[config.mk]
export PLATFORM = sky130hd
export DESIGN_NAME = skin_box_top
export DESIGN_NICKNAME = d
export VERILOG_FILES = /design/src/skin_box_pkg.sv /design/src/chroma_classifier.sv /design/src/region_box_tracker.sv /design/src/skin_box_top.sv /design/src/yuv_capture.sv
export SDC_FILE = /design/constraint.sdc
export NUM_CORES = 2
export LEC_CHECK = 0
export ABC_AREA = 1
export BUFFER_PORTS_ARGS = -buffer_cell sky130_fd_sc_hd__buf_2
export CORE_UTILIZATION = 30
export CTS_CLUSTER_SIZE = 12
export DETAILED_ROUTE_END_ITERATION = 12
export GPL_TIMING_DRIVEN = 0
export SYNTH_ARGS = -nofsm -noshare
export SYNTH_HDL_FRONTEND = slang
export SYNTH_SLANG_ARGS = --single-unit
[constraint.sdc]
create_clock -name pclk -period 31.4 [get_ports pclk]
set_input_delay 6.28 -clock pclk [delete_from_list [all_inputs] [get_ports pclk]]
set_output_delay 6.28 -clock pclk [all_outputs]
set_load 0.1 [all_outputs]
[src/skin_box_pkg.sv]
package skin_box_pkg;

    ////////////////////////////////////////
    // Data types
    ////////////////////////////////////////

    // Pixel coordinate, wide enough for 640 columns
    typedef logic [9:0] coord_t;
    typedef logic [7:0] chroma_t;
    typedef logic [3:0] region_idx_t;

    ////////////////////////////////////////
    // Frame and tile geometry
    ////////////////////////////////////////

    localparam int DEF_FRAME_WIDTH  = 640;
    localparam int DEF_FRAME_HEIGHT = 480;
    localparam int DEF_TILE_WIDTH   = 160;
    localparam int DEF_TILE_HEIGHT  = 160;

    localparam int GRID_COLS   = 4;
    localparam int GRID_ROWS   = 3;
    localparam int NUM_REGIONS = GRID_COLS * GRID_ROWS;

    ////////////////////////////////////////
    // Chroma windows
    ////////////////////////////////////////

    // Narrow window for the boxes
    localparam chroma_t BOX_U_MIN = 8'd95;
    localparam chroma_t BOX_U_MAX = 8'd110;
    localparam chroma_t BOX_V_MIN = 8'd145;
    localparam chroma_t BOX_V_MAX = 8'd160;

    // Wide window, flag only
    localparam chroma_t WIDE_U_MIN = 8'd113;
    localparam chroma_t WIDE_U_MAX = 8'd190;
    localparam chroma_t WIDE_V_MIN = 8'd113;
    localparam chroma_t WIDE_V_MAX = 8'd190;

endpackage

[src/chroma_classifier.sv]
`timescale 1ns/1ns

module chroma_classifier
    import skin_box_pkg::*;
(
    input  chroma_t chroma_u,
    input  chroma_t chroma_v,
    output logic    box_hit,
    output logic    skin_wide
);

    logic u_in_box;
    logic v_in_box;
    logic u_in_wide;
    logic v_in_wide;

    // Inclusive range test
    function automatic logic in_window(
        input chroma_t value,
        input chroma_t lo,
        input chroma_t hi
    );
        logic above_lo;
        logic below_hi;
        above_lo = (value >= lo);
        below_hi = (value <= hi);
        return above_lo && below_hi;
    endfunction

    ////////////////////////////////////////
    // Narrow window
    ////////////////////////////////////////

    assign u_in_box = in_window(chroma_u, BOX_U_MIN, BOX_U_MAX);
    assign v_in_box = in_window(chroma_v, BOX_V_MIN, BOX_V_MAX);
    assign box_hit  = u_in_box && v_in_box;

    ////////////////////////////////////////
    // Wide window
    ////////////////////////////////////////

    assign u_in_wide = in_window(chroma_u, WIDE_U_MIN, WIDE_U_MAX);
    assign v_in_wide = in_window(chroma_v, WIDE_V_MIN, WIDE_V_MAX);
    assign skin_wide = u_in_wide && v_in_wide;

endmodule

[src/region_box_tracker.sv]
`timescale 1ns/1ns

module region_box_tracker
    import skin_box_pkg::*;
#(
    parameter int FRAME_WIDTH = DEF_FRAME_WIDTH,
    parameter int TILE_WIDTH  = DEF_TILE_WIDTH,
    parameter int TILE_HEIGHT = DEF_TILE_HEIGHT
) (
    input  logic   pclk,
    input  logic   reset,
    input  logic   vsync,
    input  logic   sample_strobe,
    input  logic   box_hit,
    input  coord_t x_coord,
    input  coord_t y_coord,
    output coord_t box_min_x [NUM_REGIONS],
    output coord_t box_max_x [NUM_REGIONS],
    output coord_t box_min_y [NUM_REGIONS],
    output coord_t box_max_y [NUM_REGIONS]
);

    // Minimum of an empty box, larger than any real column
    localparam coord_t EMPTY_MIN = coord_t'(FRAME_WIDTH + 1);

    coord_t      tile_col;
    coord_t      tile_row;
    logic        in_grid;
    region_idx_t region_idx;
    logic        update;

    ////////////////////////////////////////
    // Tile decode
    ////////////////////////////////////////

    assign tile_col = coord_t'(x_coord / TILE_WIDTH);
    assign tile_row = coord_t'(y_coord / TILE_HEIGHT);

    assign in_grid = (tile_col < coord_t'(GRID_COLS)) && (tile_row < coord_t'(GRID_ROWS));

    // Row major, region 0 top left
    assign region_idx = region_idx_t'(tile_row * GRID_COLS + tile_col);

    assign update = sample_strobe && box_hit && in_grid;

    ////////////////////////////////////////
    // Per-region min/max registers
    ////////////////////////////////////////

    for (genvar r = 0; r < NUM_REGIONS; r++) begin : g_region
        logic sel;

        assign sel = update && (region_idx == region_idx_t'(r));

        always_ff @(posedge pclk or posedge reset) begin
            if (reset) begin
                box_min_x[r] <= EMPTY_MIN;
                box_max_x[r] <= '0;
                box_min_y[r] <= EMPTY_MIN;
                box_max_y[r] <= '0;
            end else if (vsync) begin
                box_min_x[r] <= EMPTY_MIN;
                box_max_x[r] <= '0;
                box_min_y[r] <= EMPTY_MIN;
                box_max_y[r] <= '0;
            end else if (sel) begin
                // Grow the box to cover this pixel
                if (x_coord < box_min_x[r]) begin
                    box_min_x[r] <= x_coord;
                end
                if (x_coord > box_max_x[r]) begin
                    box_max_x[r] <= x_coord;
                end
                if (y_coord < box_min_y[r]) begin
                    box_min_y[r] <= y_coord;
                end
                if (y_coord > box_max_y[r]) begin
                    box_max_y[r] <= y_coord;
                end
            end
        end
    end

endmodule

[src/skin_box_top.sv]
`timescale 1ns/1ns

module skin_box_top
    import skin_box_pkg::*;
#(
    parameter int FRAME_WIDTH = DEF_FRAME_WIDTH,
    parameter int TILE_WIDTH  = DEF_TILE_WIDTH,
    parameter int TILE_HEIGHT = DEF_TILE_HEIGHT
) (
    input  logic    pclk,
    input  logic    reset,
    input  logic    vsync,
    input  logic    href,
    input  logic    config_done,
    input  chroma_t cam_data,
    output coord_t  x_coord,
    output coord_t  y_coord,
    output logic    skin_wide,
    output logic    box_hit,
    output coord_t  box_min_x [NUM_REGIONS],
    output coord_t  box_max_x [NUM_REGIONS],
    output coord_t  box_min_y [NUM_REGIONS],
    output coord_t  box_max_y [NUM_REGIONS]
);

    chroma_t chroma_u;
    chroma_t chroma_v;
    logic    sample_strobe;

    ////////////////////////////////////////
    // Byte capture
    ////////////////////////////////////////

    yuv_capture u_capture (
        .pclk          (pclk),
        .reset         (reset),
        .vsync         (vsync),
        .href          (href),
        .config_done   (config_done),
        .cam_data      (cam_data),
        .x_coord       (x_coord),
        .y_coord       (y_coord),
        .chroma_u      (chroma_u),
        .chroma_v      (chroma_v),
        .sample_strobe (sample_strobe)
    );

    chroma_classifier u_classifier (
        .chroma_u  (chroma_u),
        .chroma_v  (chroma_v),
        .box_hit   (box_hit),
        .skin_wide (skin_wide)
    );

    ////////////////////////////////////////
    // Bounding boxes
    ////////////////////////////////////////

    region_box_tracker #(
        .FRAME_WIDTH (FRAME_WIDTH),
        .TILE_WIDTH  (TILE_WIDTH),
        .TILE_HEIGHT (TILE_HEIGHT)
    ) u_tracker (
        .pclk          (pclk),
        .reset         (reset),
        .vsync         (vsync),
        .sample_strobe (sample_strobe),
        .box_hit       (box_hit),
        .x_coord       (x_coord),
        .y_coord       (y_coord),
        .box_min_x     (box_min_x),
        .box_max_x     (box_max_x),
        .box_min_y     (box_min_y),
        .box_max_y     (box_max_y)
    );

endmodule

[src/yuv_capture.sv]
`timescale 1ns/1ns

module yuv_capture
    import skin_box_pkg::*;
(
    input  logic    pclk,
    input  logic    reset,
    input  logic    vsync,
    input  logic    href,
    input  logic    config_done,
    input  chroma_t cam_data,
    output coord_t  x_coord,
    output coord_t  y_coord,
    output chroma_t chroma_u,
    output chroma_t chroma_v,
    output logic    sample_strobe
);

    typedef enum logic [1:0] {
        s_idle,
        s_write,
        s_end_row
    } state_t;

    state_t     state;
    state_t     state_next;
    logic [1:0] byte_phase;
    logic       byte_valid;
    logic       strobe_q;

    ////////////////////////////////////////
    // Next state
    ////////////////////////////////////////

    always_comb begin
        state_next = state;
        case (state)
            s_idle: begin
                if (href && config_done) begin
                    state_next = s_write;
                end
            end
            s_write: begin
                if (!href) begin
                    state_next = s_end_row;
                end
            end
            s_end_row: begin
                state_next = href ? s_write : s_idle;
            end
            default: begin
                state_next = s_idle;
            end
        endcase
    end

    // First byte of a row is taken straight from idle
    assign byte_valid = href && ((state == s_write) || (state == s_idle && config_done));

    ////////////////////////////////////////
    // Byte phase, counters and latches
    ////////////////////////////////////////

    always_ff @(posedge pclk or posedge reset) begin
        if (reset) begin
            state      <= s_idle;
            byte_phase <= 2'd0;
            x_coord    <= '0;
            y_coord    <= '0;
            chroma_u   <= '0;
            chroma_v   <= '0;
            strobe_q   <= 1'b0;
        end else if (vsync) begin
            state      <= s_idle;
            byte_phase <= 2'd0;
            x_coord    <= '0;
            y_coord    <= '0;
            chroma_u   <= '0;
            chroma_v   <= '0;
            strobe_q   <= 1'b0;
        end else begin
            state    <= state_next;
            strobe_q <= 1'b0;
            if (state == s_end_row) begin
                byte_phase <= 2'd0;
                x_coord    <= '0;
                y_coord    <= y_coord + coord_t'(1);
            end else if (byte_valid) begin
                byte_phase <= byte_phase + 2'd1;
                case (byte_phase)
                    // U byte
                    2'd1: begin
                        chroma_u <= cam_data;
                        x_coord  <= x_coord + coord_t'(1);
                    end
                    // V byte completes the pair
                    2'd3: begin
                        chroma_v <= cam_data;
                        x_coord  <= x_coord + coord_t'(1);
                        strobe_q <= 1'b1;
                    end
                    default: begin
                    end
                endcase
            end
        end
    end

    // No pair is reported once the frame is being cleared
    assign sample_strobe = strobe_q && !vsync;

endmodule

### After elaboration in Yosys (flattened, before gate mapping)

Cells that the tools add are included.

| word-level totals | value |
|---|---|
| flip-flop bits (word level) | 521 |
| bits in latches | 0 |
| memory bits (writable) | 0 |
| memory bits (read-only) | 0 |
| input port bits | 13 |
| output and inout port bits | 502 |
| memories kept | 0 |

| operators by class | value |
|---|---|
| $add $sub $neg | 4 |
| multiply operators | 0 |
| div/mod/pow operators | 2 |
| $lt $le $gt $ge | 58 |
| eq/ne operators | 18 |
| shift operators | 0 |
| multiplexer cells | 170 |
| bitwise gates (word level) | 0 |
| reduce and logical (&&, ||, !) cells | 148 |

Operators by type and width:

| kind | count |
|---|---|
| 10-bit two-way mux | 150 |
| 10-bit greater-than comparator | 24 |
| 10-bit < comparator | 24 |
| 2-bit nonzero test | 64 |
| 2-bit AND reduction | 50 |
| 10-bit by 8-bit divider with 32-bit output, second input constant | 2 |
| 8-bit two-way mux | 8 |
| 1-bit logical AND | 25 |
| 8-bit by 7-bit greater-or-equal comparator with 1-bit output, second input constant | 3 |
| 8-bit less-or-equal comparator, second input constant | 3 |
| 10-bit by 1-bit adder with 10-bit output, second input constant | 2 |
| 4-bit by 3-bit equality test with 1-bit output, second input constant | 4 |
| 4-bit equality test, second input constant | 4 |
| 2-bit two-way mux | 6 |
| 10-bit by 2-bit < comparator with 1-bit output, second input constant | 1 |
| 10-bit by 3-bit < comparator with 1-bit output, second input constant | 1 |
| 4-bit by 2-bit equality test with 1-bit output, second input constant | 2 |
| 8-bit greater-or-equal comparator, second input constant | 1 |
| 8-bit by 7-bit less-or-equal comparator with 1-bit output, second input constant | 1 |
| 2-bit one-hot mux with 3 select lines | 1 |
| 3-bit AND reduction | 2 |
| 3-bit nonzero test | 2 |
| 1-bit two-way mux | 5 |
| 4-bit adder | 1 |
| 12 further kinds | 14 |

### Longest topological paths before layout

| logic depth | value |
|---|---|
| depth after elaboration | 8 |
| mapped depth | 20 |
| gate-level depth less buffers | 19 |

### Cells and area by module

Synthesis repeated with hierarchy kept, for this count alone.

| second synthesis, totals | value |
|---|---|
| cells, all modules | 4109 |
| area, all modules | 33513.4 sq um |

Modules (own cells, without submodules):

| module | times used | cells each | area an instance (sq um) | sequential area each (sq um) |
|---|---|---|---|---|
| region_box_tracker | 1 | 3800 | 31181.2 | 12101.6 |
| yuv_capture | 1 | 262 | 2134.5 | 1026.0 |
| chroma_classifier | 1 | 47 | 197.7 | 0.0 |

### Worst setup path after synthesis

No wires, ideal clock.

| path | value |
|---|---|
| kind | flip-flop to output port |
| start | reg u_capture.chroma_v[1] |
| end | out skin_wide |
| arrival | 2.798 ns |
| data required time | 25.120 ns |
| slack | 22.322 ns |
| stages on the path, launching flop included | 7 |
| path through | dfrtp_1 inv_1 nand4_1 nand2_1 o21ai_0 nand3_1 nor3_1 |

| between the ends | value |
|---|---|
| word-level cells in the longest chain between the ends | 3 |
| elaborated cells on any way between the ends | 4 |

Ends and longest elaborated chain:

| what | RTL line | RTL |
|---|---|---|
| start, declared | yuv_capture.sv:15 | `output chroma_t chroma_v,` |
| start signal, assigned | yuv_capture.sv:98 | `chroma_v <= cam_data;` |
| 8-bit by 7-bit greater-or-equal comparator with 1-bit output or 8-bit less-or-equal comparator (tied branches) | chroma_classifier.sv:25, chroma_classifier.sv:26 |  |
| 1-bit logical AND * | chroma_classifier.sv:27 | `return above_lo && below_hi;` |
| 1-bit logical AND * | chroma_classifier.sv:44 | `assign skin_wide = u_in_wide && v_in_wide;` |
| end, declared | skin_box_top.sv:18 | `output logic skin_wide,` |

Mark *: on every way between the ends. The rest lies on a longest branch, timed or not.

### Final worst setup path

| path | value |
|---|---|
| start | reg u_capture.chroma_u[2] |
| end | out box_hit |

| between the ends | value |
|---|---|
| word-level cells in the longest chain between the ends | 3 |
| elaborated cells on any way between the ends | 4 |

Ends and longest elaborated chain:

| what | RTL line | RTL |
|---|---|---|
| start, declared | yuv_capture.sv:14 | `output chroma_t chroma_u,` |
| start signal, assigned | yuv_capture.sv:93 | `chroma_u <= cam_data;` |
| 8-bit by 7-bit greater-or-equal comparator with 1-bit output or 8-bit by 7-bit less-or-equal comparator with 1-bit output (tied branches) | chroma_classifier.sv:25, chroma_classifier.sv:26 |  |
| 1-bit logical AND * | chroma_classifier.sv:27 |  |
| 1-bit logical AND * | chroma_classifier.sv:36 | `assign box_hit = u_in_box && v_in_box;` |
| end, declared | skin_box_top.sv:19 | `output logic box_hit,` |

Marked as above.

==> results.py <==
metrics = {
    "clocking": {
        "htree_levels": 3,
        "cts_tree": "done",
        "cts_inserted_buffers": 69,
        "post-cts-setup-buffers": 0,
        "insertion_delay_ns": 0.65,
        "cts_resized": 0,
        "cts-root-buf": "clkbuf_16",
        "clk_pin_slew_ns": 0.06,
        "ctsHoldBuffers": 0,
        "cts_sinks": 521,
        "clockBufferDepth": 3,
    },
    "placement": {
        "io_buffers": 513,
        "gp_congestion": 0.854,
        "post-dp-hpwl_um": 104000,
    },
    "worst_setup_path": {
        "rrSetupSlack_ns": 27.21,
        "cp.required_ns": 25.12,
        "crit_top_cell": "inv_1",
        "endpoint_kind": "primary output",
        "crit_slowest_cell": "buf_2",
        "crit_family": "buffers and inverters",
        "crit_arrival_ns": 2.43,
        "worst_setup_path_start_kind": "register",
        "path_class": "register to primary output",
        "critPathMaxFanout": 3,
        "crit_chain": "inv_1 -> nor4_2 -> nand3_1 -> o21ai_0 -> nand2_1 -> inv_1 -> buf_2",
        "reg2reg_from": "u_capture.y_coord[8]",
        "worst-path-buf-inv": 3,
        "cpPeakStageDelay_ns": 0.46,
        "cp-startpoint": "u_capture.chroma_u[2]",
    },
    "synthesis": {
        "syn_nets": 4656,
        "synthTopCellsByArea": "dfrtp_1, ha_1, nand2_1",
        "synth.yosys.seq_area_share": 0.394,
        "synth_cell_types": 45,
        "ys_seq_elements": 521,
        "postSynthAreaPerCell_um2": 7.97,
        "syn-cell-area_mm2": 0.0333,
        "yosys_warnings": 0,
        "synth_top_area_share": 0.337,
        "yosysTopAreaCell": "dfrtp_1",
        "syn_inst": 4178,
    },
    "sta": {
        "max_clock_freq_mhz": 115,
        "relSlewSlack": 0.0659,
        "hold_viol_final": 0,
        "setup_viol": 0,
        "fin_crit_sh": 0.278,
        "period_minus_slack_ns": 8.71,
        "skew_ns": 0.0317,
        "finalSetupTns_ns": 0,
        "tightest_slew_ns": 1.40,
        "rsz0062_at_grt": "no",
        "slew_violations": 0,
    },
    "route": {
        "drt-total-wl_um": 146000,
        "first_iter_violations": 2472,
        "wl_per_cell_um": 23.0,
        "vias_per_cell": 5.04,
        "ant_nets": 0,
        "first_pass_iters": 5,
        "drc": 0,
        "via_count": 31876,
    },
    "floorplan": {
        "die_x_um": 335,
        "ios": 515,
        "die_area_mm2": 0.112,
        "dieHeight_um": 335,
        "rows": 121,
        "start_util": 0.304,
        "core-area_mm2": 0.109,
    },
    "power_and_ir_drop": {
        "power_frac_clock": 0.458,
        "cellLeakagePower_nw": 22.0,
        "power.total_w": 0.00182,
        "p_per_area_mw_per_mm2": 44.8,
        "p_switching_w": 0.000577,
        "ir_worst_vdd_v": 0.0000401,
        "internal_power_w": 0.00125,
        "combPwrFrac": 0.153,
        "p_sw_frac": 0.316,
        "seqPwrFrac": 0.389,
    },
    "worst_hold_path": {
        "hold_class": "register to register",
        "hp-start": "u_capture.state[1]",
    },
    "layout": {
        "multi_input_area_mm2": 0.0173,
        "fill_cells": 11328,
        "seqCellArea_mm2": 0.0132,
        "final_cell_mix": "nand2_1, inv_1, buf_2",
        "layout.nets": 5266,
        "final_common_cell": "nand2_1",
        "syn_to_final_growth_pct": 22.1,
        "drive_gt1_frac": 0.180,
    },
    "global_routing": {
        "grt_usage": 0.256,
        "grt_overflow_total": 0,
        "first_global_vias": 30117,
        "grt_pass1_wl_um": 208000,
        "grt_max_degree": 112,
        "antenna_found_initial": 4,
    },
    "run_status": {
        "status": "complete, no violations",
    },
    "flow_run": {
        "maxCapViolCount": 0,
    },
}
[sequential cells by signal (all words and copies together) (netlist names)]
| signal | count |
|---|---|
| u_capture.byte_phase | 2 |
| u_capture.y_coord | 10 |
| u_capture.x_coord | 10 |
| u_capture.chroma_v | 8 |
| u_tracker.box_min_x | 120 |
| u_tracker.box_min_y | 120 |
| u_tracker.box_max_x | 120 |
| u_capture.state | 2 |
| u_capture.strobe_q | 1 |
| u_tracker.box_max_y | 120 |
| u_capture.chroma_u | 8 |
[power groups by stage]
stage          clock (W)  sequential [W]  combinational [W]
2_1_floorplan          0        0.000818           0.000100
3_3_place_gp           0        0.000724           0.000267
3_5_place_dp           0        0.000720           0.000279
4_1_cts         0.000851        0.000709           0.000280
5_1_grt         0.000876        0.000710           0.000299
6_report        0.000835        0.000709           0.000278
[per-layer routing]
metal  routed length [um]  share of wire  vias up  GRT usage
li1                     -              -    14919          -
met2                66900           0.46     1184      0.417
met1                62200           0.43    15552      0.335
met5                   13       0.000089        -          0
met3                11600          0.080      219     0.0542
met4                 4940          0.034        2     0.0880
[cell usage after synthesis, drive strengths merged]
library cell and count:
nand2 1175, inv 616, ha 465, dfrtp 449, nand3 446, nor2 239
a21oi 235, o21ai 150, nand4 103, buf 75, dfstp 72, clkbuf 56
a211oi 40, o22ai 14, nor3 8, o211ai 8, o41ai 6, a31oi 5
o21bai 4, nor4 3, xor2 2, a22oi 1, nand3b 1, nor3b 1
o2111ai 1, o31a 1, or2 1, xnor2 1
[per-stage QoR]
stage                     setup WS, ns  cell area [um^2]  utilization  cells  hold slack, ns
after floorplan                  10.68             33300            -   4178           0.429
after global placement            3.34             37700        0.345   6167           0.447
after detailed placement         22.28             38300        0.350   6193           0.454
after CTS                        22.57             40700        0.371   6321           0.461
after global routing             22.47             40700        0.371   6322           0.497
final                            22.69             40700        0.371   6323           0.467
[cells by family after synthesis]
group / share of synthesized area
simple gates: 0.267
fa+ha+maj: 0.175
xor+xnor: 0.000789
flops: 0.394
buf+inv: 0.0874
compound gates: 0.0763
[final timing paths]
| kind | end | depth (start not counted) |
|---|---|---|
| max in group asynchronous | u_tracker.box_max_x[78] | 5 |
| max | box_hit | 7 |
| min reg2reg | u_capture.state[1] | 1 |
| min | u_capture.state[1] | 1 |
| min in group asynchronous | u_tracker.box_max_y[32] | 2 |
| max reg2reg | u_tracker.box_max_y[107] | 16 |
[final cells by class]
class / instances / area share
sequential: 521 / 0.323
timing repair buffer: 539 / 0.0768
clock inverter: 25 / 0.00751
clock buffer: 103 / 0.0501
tap: 1476 / 0.0454
antenna: 2 / 0.000123
inverter: 616 / 0.0571
multi-input combinational: 2910 / 0.425
buffer: 131 / 0.0150
Note: power is estimated with default switching activity, not from simulation.
